--- config.mk ---
export PLATFORM = sky130hd
export DESIGN_NAME = mul_div
export DESIGN_NICKNAME = d
export VERILOG_FILES = /design/src/rtl/mul_div_pkg.sv /design/src/rtl/mul_div_decode.sv /design/src/rtl/mul_booth_step.sv /design/src/rtl/div_radix4_step.sv /design/src/rtl/mul_div_result.sv /design/src/rtl/mul_div.sv
export VERILOG_INCLUDE_DIRS = /design/src /design/src/rtl
export SDC_FILE = /design/constraint.sdc
export NUM_CORES = 2
export LEC_CHECK = 0
export BUFFER_PORTS_ARGS = -buffer_cell sky130_fd_sc_hd__buf_4
export CAP_MARGIN = 5
export CORE_AREA = 2 2 255 257
export DETAILED_ROUTE_END_ITERATION = 10
export DIE_AREA = 0 0 257 259
export PLACE_DENSITY = 0.71
export SYNTH_ARGS = -nofsm -noshare
export SYNTH_HDL_FRONTEND = slang
export SYNTH_HIERARCHICAL = 1
export SYNTH_SLANG_ARGS = --single-unit
--- constraint.sdc ---
create_clock -name clk -period 10.5 [get_ports clk]
set_input_delay 0.525 -clock clk [delete_from_list [all_inputs] [get_ports clk]]
set_output_delay 0.525 -clock clk [all_outputs]
set_load 0.03 [all_outputs]
--- src/rtl/mul_div_config.svh ---
`ifndef MUL_DIV_CONFIG_SVH
`define MUL_DIV_CONFIG_SVH

// operand and result width, 32 or 64
`define MD_XLEN 32

// booth digits of the xlen+2 bit multiplier, two per step
`define MD_MUL_STEPS ((`MD_XLEN + 4) / 4)

// two quotient bits per step
`define MD_DIV_STEPS (`MD_XLEN / 2)

// holds the larger step count minus one
`define MD_COUNT_W 5

`endif

--- src/rtl/mul_div_pkg.sv ---
package mul_div_pkg;

   typedef enum logic {
      MD_OP_MUL = 1'b0,
      MD_OP_DIV = 1'b1
   } md_op_e;

   // lo is product low word or quotient, hi is product high word or remainder
   typedef enum logic {
      MD_OUT_LO = 1'b0,
      MD_OUT_HI = 1'b1
   } md_out_sel_e;

   typedef enum logic [1:0] {
      MD_IDLE = 2'd0,
      MD_MUL  = 2'd1,
      MD_DIV  = 2'd2,
      MD_DONE = 2'd3
   } md_state_e;

endpackage

--- src/rtl/mul_div_decode.sv ---
`timescale 1ns/1ps
`include "mul_div_config.svh"

module mul_div_decode (
   input  logic                     clk,
   input  logic                     reset,
   input  logic                     req_valid,
   input  mul_div_pkg::md_op_e      req_op,
   input  logic                     req_in_1_signed,
   input  logic                     req_in_2_signed,
   input  mul_div_pkg::md_out_sel_e req_out_sel,
   input  logic [`MD_XLEN-1:0]      req_in_1,
   input  logic [`MD_XLEN-1:0]      req_in_2,
   output logic                     req_ready,
   output logic                     mul_start,
   output logic                     div_start,
   output logic                     step_en,
   output logic                     finish,
   output logic [`MD_XLEN:0]        mul_multiplicand,
   output logic [`MD_XLEN+1:0]      mul_multiplier,
   output logic [`MD_XLEN-1:0]      div_dividend,
   output logic [`MD_XLEN-1:0]      div_divisor,
   output mul_div_pkg::md_op_e      result_op,
   output mul_div_pkg::md_out_sel_e result_sel,
   output logic                     neg_quotient,
   output logic                     neg_remainder,
   output logic                     div_by_zero,
   output logic [`MD_XLEN-1:0]      dividend_raw
);

   localparam int XLEN = `MD_XLEN;
   localparam int CW   = `MD_COUNT_W;

   mul_div_pkg::md_state_e state;
   logic [CW-1:0]          count;
   logic                   accept;
   logic                   divisor_zero;
   logic                   in_1_neg;
   logic                   in_2_neg;

   assign accept       = req_valid & req_ready;
   assign req_ready    = (state == mul_div_pkg::MD_IDLE) | (state == mul_div_pkg::MD_DONE);
   assign step_en      = (state == mul_div_pkg::MD_MUL) | (state == mul_div_pkg::MD_DIV);
   assign finish       = (state == mul_div_pkg::MD_DONE);
   assign divisor_zero = (req_in_2 == '0);

   assign mul_start = accept & (req_op == mul_div_pkg::MD_OP_MUL);
   assign div_start = accept & (req_op == mul_div_pkg::MD_OP_DIV) & ~divisor_zero;

   assign mul_multiplicand = {req_in_1_signed & req_in_1[XLEN-1], req_in_1};
   assign mul_multiplier   = {{2{req_in_2_signed & req_in_2[XLEN-1]}}, req_in_2};

   // divide signedness comes from the in_1 flag only
   assign in_1_neg     = req_in_1_signed & req_in_1[XLEN-1];
   assign in_2_neg     = req_in_1_signed & req_in_2[XLEN-1];
   assign div_dividend = in_1_neg ? -req_in_1 : req_in_1;
   assign div_divisor  = in_2_neg ? -req_in_2 : req_in_2;

   always_ff @(posedge clk) begin
      if (accept) begin
         result_op     <= req_op;
         result_sel    <= req_out_sel;
         neg_quotient  <= in_1_neg ^ in_2_neg;
         neg_remainder <= in_1_neg; // remainder follows dividend
         div_by_zero   <= (req_op == mul_div_pkg::MD_OP_DIV) & divisor_zero;
         dividend_raw  <= req_in_1;
      end
   end

   always_ff @(posedge clk) begin
      if (reset) begin
         state <= mul_div_pkg::MD_IDLE;
         count <= '0;
      end else if (accept) begin
         if (req_op == mul_div_pkg::MD_OP_MUL) begin
            state <= mul_div_pkg::MD_MUL;
            count <= CW'(`MD_MUL_STEPS - 1);
         end else if (divisor_zero) begin
            state <= mul_div_pkg::MD_DONE; // nothing to iterate
         end else begin
            state <= mul_div_pkg::MD_DIV;
            count <= CW'(`MD_DIV_STEPS - 1);
         end
      end else if (step_en) begin
         if (count == '0) begin
            state <= mul_div_pkg::MD_DONE;
         end
         count <= count - 1'b1;
      end else if (finish) begin
         state <= mul_div_pkg::MD_IDLE;
      end
   end

   // steps only follow a start or another step, never an idle cycle
   a_step_after_start: assert property (@(posedge clk) disable iff (reset)
      step_en |-> $past(mul_start | div_start | step_en));

   a_op_known: assert property (@(posedge clk) disable iff (reset)
      accept |-> !$isunknown(req_op));

   // a divide carries one signedness for both operands
   a_div_signed: assert property (@(posedge clk) disable iff (reset)
      accept && req_op == mul_div_pkg::MD_OP_DIV |-> req_in_1_signed == req_in_2_signed);

endmodule

--- src/rtl/mul_booth_step.sv ---
`timescale 1ns/1ps
`include "mul_div_config.svh"

module mul_booth_step (
   input  logic                   clk,
   input  logic                   mul_start,
   input  logic                   step_en,
   input  logic [`MD_XLEN:0]      mul_multiplicand,
   input  logic [`MD_XLEN+1:0]    mul_multiplier,
   output logic [2*`MD_XLEN-1:0]  mul_product
);

   localparam int XLEN = `MD_XLEN;

   logic [2*XLEN-1:0] mc;  // multiplicand, moves up four bits a step
   logic [XLEN+2:0]   mr;  // multiplier with the implicit zero below bit 0
   logic [2*XLEN-1:0] acc;
   logic [2*XLEN-1:0] pp0;
   logic [2*XLEN-1:0] pp1;

   function automatic logic [2*XLEN-1:0] booth_pp(input logic [2:0]        digit,
                                                  input logic [2*XLEN-1:0] m);
      logic [2*XLEN-1:0] pp;
      case (digit)
         3'b001, 3'b010: pp = m;
         3'b011:         pp = m << 1;
         3'b100:         pp = -(m << 1);
         3'b101, 3'b110: pp = -m;
         default:        pp = '0;
      endcase
      return pp;
   endfunction

   assign pp0 = booth_pp(mr[2:0], mc);
   assign pp1 = booth_pp(mr[4:2], mc) << 2; // only sign bits left on the last step

   always_ff @(posedge clk) begin
      if (mul_start) begin
         mc  <= {{(XLEN-1){mul_multiplicand[XLEN]}}, mul_multiplicand};
         mr  <= {mul_multiplier, 1'b0};
         acc <= '0;
      end else if (step_en) begin
         acc <= acc + pp0 + pp1;
         mc  <= mc << 4;
         mr  <= {{4{mr[XLEN+2]}}, mr[XLEN+2:4]}; // arithmetic shift
      end
   end

   assign mul_product = acc;

   // decode must leave the load cycle free of steps
   a_start_no_step: assert property (@(posedge clk) !(mul_start && step_en));

endmodule

--- src/rtl/div_radix4_step.sv ---
`timescale 1ns/1ps
`include "mul_div_config.svh"

module div_radix4_step (
   input  logic                 clk,
   input  logic                 div_start,
   input  logic                 step_en,
   input  logic [`MD_XLEN-1:0]  div_dividend,
   input  logic [`MD_XLEN-1:0]  div_divisor,
   output logic [`MD_XLEN-1:0]  div_quotient,
   output logic [`MD_XLEN-1:0]  div_remainder
);

   localparam int XLEN = `MD_XLEN;

   logic [XLEN-1:0] rem;
   logic [XLEN-1:0] quo;   // dividend bits leave the top, quotient bits enter below
   logic [XLEN-1:0] d;
   logic [XLEN+1:0] trial;
   logic [XLEN+1:0] d1;
   logic [XLEN+1:0] d2;
   logic [XLEN+1:0] d3;
   logic [XLEN+2:0] sub1;
   logic [XLEN+2:0] sub2;
   logic [XLEN+2:0] sub3;
   logic [1:0]      q_bits;
   logic [XLEN-1:0] rem_next;

   assign trial = {rem, quo[XLEN-1:XLEN-2]};
   assign d1    = {2'b00, d};
   assign d2    = {1'b0, d, 1'b0};
   assign d3    = d1 + d2;

   // three trial subtractions in parallel, msb set means negative
   assign sub1 = {1'b0, trial} - {1'b0, d1};
   assign sub2 = {1'b0, trial} - {1'b0, d2};
   assign sub3 = {1'b0, trial} - {1'b0, d3};

   always_comb begin
      if (!sub3[XLEN+2]) begin
         q_bits   = 2'd3;
         rem_next = sub3[XLEN-1:0];
      end else if (!sub2[XLEN+2]) begin
         q_bits   = 2'd2;
         rem_next = sub2[XLEN-1:0];
      end else if (!sub1[XLEN+2]) begin
         q_bits   = 2'd1;
         rem_next = sub1[XLEN-1:0];
      end else begin
         q_bits   = 2'd0;
         rem_next = trial[XLEN-1:0]; // restore
      end
   end

   always_ff @(posedge clk) begin
      if (div_start) begin
         rem <= '0;
         quo <= div_dividend;
         d   <= div_divisor;
      end else if (step_en) begin
         rem <= rem_next;
         quo <= {quo[XLEN-3:0], q_bits};
      end
   end

   assign div_quotient  = quo;
   assign div_remainder = rem;

   // zero divisors are answered by decode without a start
   a_no_zero_divisor: assert property (@(posedge clk) div_start |-> div_divisor != '0);

endmodule

--- src/rtl/mul_div_result.sv ---
`timescale 1ns/1ps
`include "mul_div_config.svh"

module mul_div_result (
   input  logic                     clk,
   input  logic                     reset,
   input  logic                     finish,
   input  mul_div_pkg::md_op_e      result_op,
   input  mul_div_pkg::md_out_sel_e result_sel,
   input  logic                     neg_quotient,
   input  logic                     neg_remainder,
   input  logic                     div_by_zero,
   input  logic [`MD_XLEN-1:0]      dividend_raw,
   input  logic [2*`MD_XLEN-1:0]    mul_product,
   input  logic [`MD_XLEN-1:0]      div_quotient,
   input  logic [`MD_XLEN-1:0]      div_remainder,
   output logic                     resp_valid,
   output logic [`MD_XLEN-1:0]      resp_result
);

   localparam int XLEN = `MD_XLEN;

   logic [XLEN-1:0] quotient;
   logic [XLEN-1:0] remainder;
   logic [XLEN-1:0] value;

   always_comb begin
      quotient  = neg_quotient ? -div_quotient : div_quotient;
      remainder = neg_remainder ? -div_remainder : div_remainder;
      if (div_by_zero) begin
         quotient  = '1;            // riscv divide by zero
         remainder = dividend_raw;
      end
      if (result_op == mul_div_pkg::MD_OP_MUL) begin
         if (result_sel == mul_div_pkg::MD_OUT_HI) begin
            value = mul_product[2*XLEN-1:XLEN];
         end else begin
            value = mul_product[XLEN-1:0];
         end
      end else begin
         value = (result_sel == mul_div_pkg::MD_OUT_HI) ? remainder : quotient;
      end
   end

   always_ff @(posedge clk) begin
      if (reset) begin
         resp_valid <= 1'b0;
      end else begin
         resp_valid <= finish;
      end
   end

   always_ff @(posedge clk) begin
      if (finish) begin
         resp_result <= value; // held until next response
      end
   end

endmodule

--- src/rtl/mul_div.sv ---
`timescale 1ns/1ps
`include "mul_div_config.svh"

module mul_div (
   input  logic                     clk,
   input  logic                     reset,
   input  logic                     req_valid,
   input  mul_div_pkg::md_op_e      req_op,
   input  logic                     req_in_1_signed,
   input  logic                     req_in_2_signed,
   input  mul_div_pkg::md_out_sel_e req_out_sel,
   input  logic [`MD_XLEN-1:0]      req_in_1,
   input  logic [`MD_XLEN-1:0]      req_in_2,
   output logic                     req_ready,
   output logic                     resp_valid,
   output logic [`MD_XLEN-1:0]      resp_result
);

   logic                     mul_start;
   logic                     div_start;
   logic                     step_en;
   logic                     finish;
   logic [`MD_XLEN:0]        mul_multiplicand;
   logic [`MD_XLEN+1:0]      mul_multiplier;
   logic [`MD_XLEN-1:0]      div_dividend;
   logic [`MD_XLEN-1:0]      div_divisor;
   mul_div_pkg::md_op_e      result_op;
   mul_div_pkg::md_out_sel_e result_sel;
   logic                     neg_quotient;
   logic                     neg_remainder;
   logic                     div_by_zero;
   logic [`MD_XLEN-1:0]      dividend_raw;
   logic [2*`MD_XLEN-1:0]    mul_product;
   logic [`MD_XLEN-1:0]      div_quotient;
   logic [`MD_XLEN-1:0]      div_remainder;

   mul_div_decode decode0 (
      .clk, .reset, .req_valid, .req_op, .req_in_1_signed, .req_in_2_signed,
      .req_out_sel, .req_in_1, .req_in_2, .req_ready, .mul_start, .div_start,
      .step_en, .finish, .mul_multiplicand, .mul_multiplier, .div_dividend,
      .div_divisor, .result_op, .result_sel, .neg_quotient, .neg_remainder,
      .div_by_zero, .dividend_raw
   );

   mul_booth_step mul0 (
      .clk, .mul_start, .step_en, .mul_multiplicand, .mul_multiplier, .mul_product
   );

   div_radix4_step div0 (
      .clk, .div_start, .step_en, .div_dividend, .div_divisor, .div_quotient,
      .div_remainder
   );

   mul_div_result result0 (
      .clk, .reset, .finish, .result_op, .result_sel, .neg_quotient, .neg_remainder,
      .div_by_zero, .dividend_raw, .mul_product, .div_quotient, .div_remainder,
      .resp_valid, .resp_result
   );

endmodule

==> impl_results.md <==
* Flop2flop setup slack at 3.14 ns
* Status: finished, final reports clean
* Reg2Reg Capture Point: mul0/mul_product[53]
* Synth Area per Inst at 8.298 um^2
* Finish-stage setup viols at 0
* Compound-gate portion of the synthesized area at 24.74%
* First drt pass iteration count at 6
* Post-DRT Antenna Nets at 0
* WHS at 0.09444 ns
* Final worst setup slack at 3.137 ns
* Post-Syn Area at 34690 um^2
* Final period utilization at 70.12%
* Yosys top cell by area: edfxtp_1
* Core Box Area at 63880 um^2
* Synth area leaders: edfxtp_1 20%, ha_1 6.3%, dfxtp_1 6.1%
* Mapped Cells at 4181
* Count leader, synth: nand2_1
* Row Count at 93
* Post-CTS Resized at 0
* Root Buffer: clkbuf_16
* Net Count, Synth at 4521
* Largest net degree at the start of global routing at 155
* WL per Instance at 26.64 um
* #FFs+latches synth at 336
* Global-route usage over all layers at 38.34%
* CTS Buffer Depth at 3
* Via Count at 33140
* Fin crit period at 7.363 ns
* Crit Path Class: flop to flop
* CTS tree: yes
* Fin util at 57.64%
* Total gr overflow at 0
* Initial Util at 54.31%
* Ys async rst share at 0%
* Normalized max-slew margin at 20.38%
* Most used DFF post-synth: edfxtp_1
* Maxcap violations at 0
* Post-CTS Setup Inserts at 0
* Fraction of layout cells with a size suffix above 1 at 8.860%
* Io pins at 105
* Clock Pin Slew Worst Setup and Hold Paths at 0.08 ns
* Worst R2R Start: mul0/mc[0]
* DRC errors left at 0
* DP HPWL at 98050 um
* Crit end category: flop
* CP Capture Point: mul0/mul_product[53]
* Final WL at 131000 um
* Inserted Clock Buffers at 44
* Max Slew Vio Count at 0
* Commonest cells post-synth: 383 x nand2_1, 333 x nor2_1, 321 x o21ai_0
* Routability cong. at 1.033
* Via density at 6.737
* Setup_tns at 0 ns
* Clock skew at 0.03530 ns
* Die Y at 259 um
* Post-synthesis mux area share at 4.898%
* Worst Path Arrival at 7.91 ns
* Synth Area in Simple Gates at 16.68%
* Max Fclk at 135.8 MHz
* LEAKAGE at 14.63 nW
* Vias in the first global route at 29920
* WP data required at 11.05 ns
* CTS Hold Bufs at 0
* Post-synthesis cell type count at 106
* P&R area growth vs syn at 6.131%
* CP startpoint kind: flop
* Worst-skew pair later-pin latency at 0.62 ns
* Setup WS pre-CTS at 3.473 ns
* Critical Path Start: mul0/mc[0]
* Hold WC Path Type: primary input to flop
* DIE AREA at 66560 um^2
* Main combinational cell family by area after synthesis: compound AO/OA/AOI/OAI gates
* Initial antenna violation count at 5
* Register-to-Register Path Depth at 23
* H-tree depth at 2
* Cell Count, Final, Fillers Out at 4918
* Post-synth top area share at 19.99%
* CTS Sinks at 336
* Net count reported at finish at 4368
* Die Wd at 257 um
* Sequential-to-total area share from yosys stat at 26.05%
* Synth Area in Adders at 11.76%
* PortBufs at 104
* First-pass GRT wire length at 194900 um
* Inst Count DP at 4837
* Diode count at 0
* Peak VDD IR at 0.0001982 V
* Crit path max fanout at 11
* PD cells at 351.7 nW/um^2
* Post-synth EDFFs at 231
* Iter 0 DRT Violations at 5247
* Unrepaired setup endpoints after global routing: no
* Post-Synth XOR/XNOR Area at 9.038%
* Hold Vio Cnt, Final at 0
* Worst-Margin Slew at 1.190 ns
* Yosys warnings at 6
placed cells by master, fill, tap and decap left out, drive strengths merged, types with 23 or more instances in the layout:
cell type  count
xor2         139
nor4          43
a22oi         29
nor2b         23
or3           28
o211ai        29
nor2         333
o22ai         48
xnor2        219
o21ai        332
o21bai        24
o21a          23
a221oi        54
a221o         24
nand4         48
edfxtp       231
a21oi        310
mux2          58
mux2i        100
a22o          46
nand2b        43
a31oi         62
a211oi        50
and2          23
a21o          94
fa            95
buf          152
nor3          89
nand3         75
clkbuf        57
nand2        384
o221ai        25
dfxtp        105
o31ai         31
or4           25
ha           174
and3          25
inv          192
flip-flops by register name (all words and copies together) (netlist names), 2 cells and up:
register,flops
mul0/mc,64
mul0/mul_product,64
mul0/mr,35
decode0/dividend_raw,32
div0/d,32
div0/div_quotient,32
div0/div_remainder,32
result0/resp_result,32
decode0/count,5
decode0/state,2
worst min path at each step:
| stage | from | cells past startpoint | slack (ns) | endpoint |
|---|---|---|---|---|
| floorplan | decode0/count[4] | 1 | 0.45 | decode0/count[4] |
| global placement | decode0/count[4] | 1 | 0.48 | decode0/count[4] |
| detailed placement | decode0/count[4] | 1 | 0.50 | decode0/count[4] |
| CTS | req_out_sel | 1 | 0.07 | decode0/result_sel |
| global route | req_out_sel | 1 | 0.07 | decode0/result_sel |
| finish | req_out_sel | 1 | 0.09 | decode0/result_sel |
area by class of cell:
type / count / area [um^2]
well taps: 855 / 1070
flip-flops and latches: 336 / 9040
clock buffers: 57 / 1222
multi-input cells: 3299 / 23350
repair buffers: 152 / 1154
inverters: 195 / 734.5
fillers: 5850 / 27060
clock inverters: 24 / 252.7
layer usage:
layer / GRT usage [%] / vias to the layer above / part of all wire [%]
met5: 0 / - / 0.042
met1: 54.00 / 15670 / 41
met2: 54.72 / 2159 / 41
li1: - / 14970 / -
met3: 9.520 / 326 / 13
met4: 18.64 / 8 / 5.8
report_power, final:
part / switching, mW / total (mW) / internal, mW
clock network: 0.672 / 1.58 / 0.904
logic: 5.52 / 8.89 / 3.37
registers: 0.679 / 2.48 / 1.80
logic make-up (layout without fill, tap and decap cells):
| family | count (synthesis) | in the layout |
|---|---|---|
| compound gates | 1311 | 1311 |
| xor+xnor | 358 | 358 |
| fa+ha+maj | 269 | 269 |
| buf+inv | 546 | 428 |
| flops | 336 | 336 |
| mux | 160 | 160 |
| simple gates | 1201 | 1201 |
worst max-delay path: stages (launching register included):
cell      delay, ns
edfxtp_1       0.46
inv_1          0.16
ha_1           0.23
nor3b_1        0.48
nand4_1        0.36
nand2b_1       0.43
nor4_1         0.73
nand3_1        0.24
nand2_1        0.13
xnor2_1        0.10
a221oi_1       0.30
nor2_1         0.12
fa_1           0.46
ha_1           0.54
a21oi_1        0.13
o21ai_0        0.40
a32o_1         0.25
nor4b_1        0.24
a21oi_1        0.08
o21ai_1        0.25
a41o_1         0.34
a21oi_1        0.11
or4b_2         0.63
nand3_1        0.09
per-stage QoR:
stage          total power [mW]  area (um^2)
2_1_floorplan             8.646        34690
3_3_place_gp              11.05        35340
3_5_place_dp              11.03        35340
4_1_cts                   12.65        36820
5_1_grt                   13.81        36820
6_report                  12.95        36820
Power figures use the tool's default switching activity.
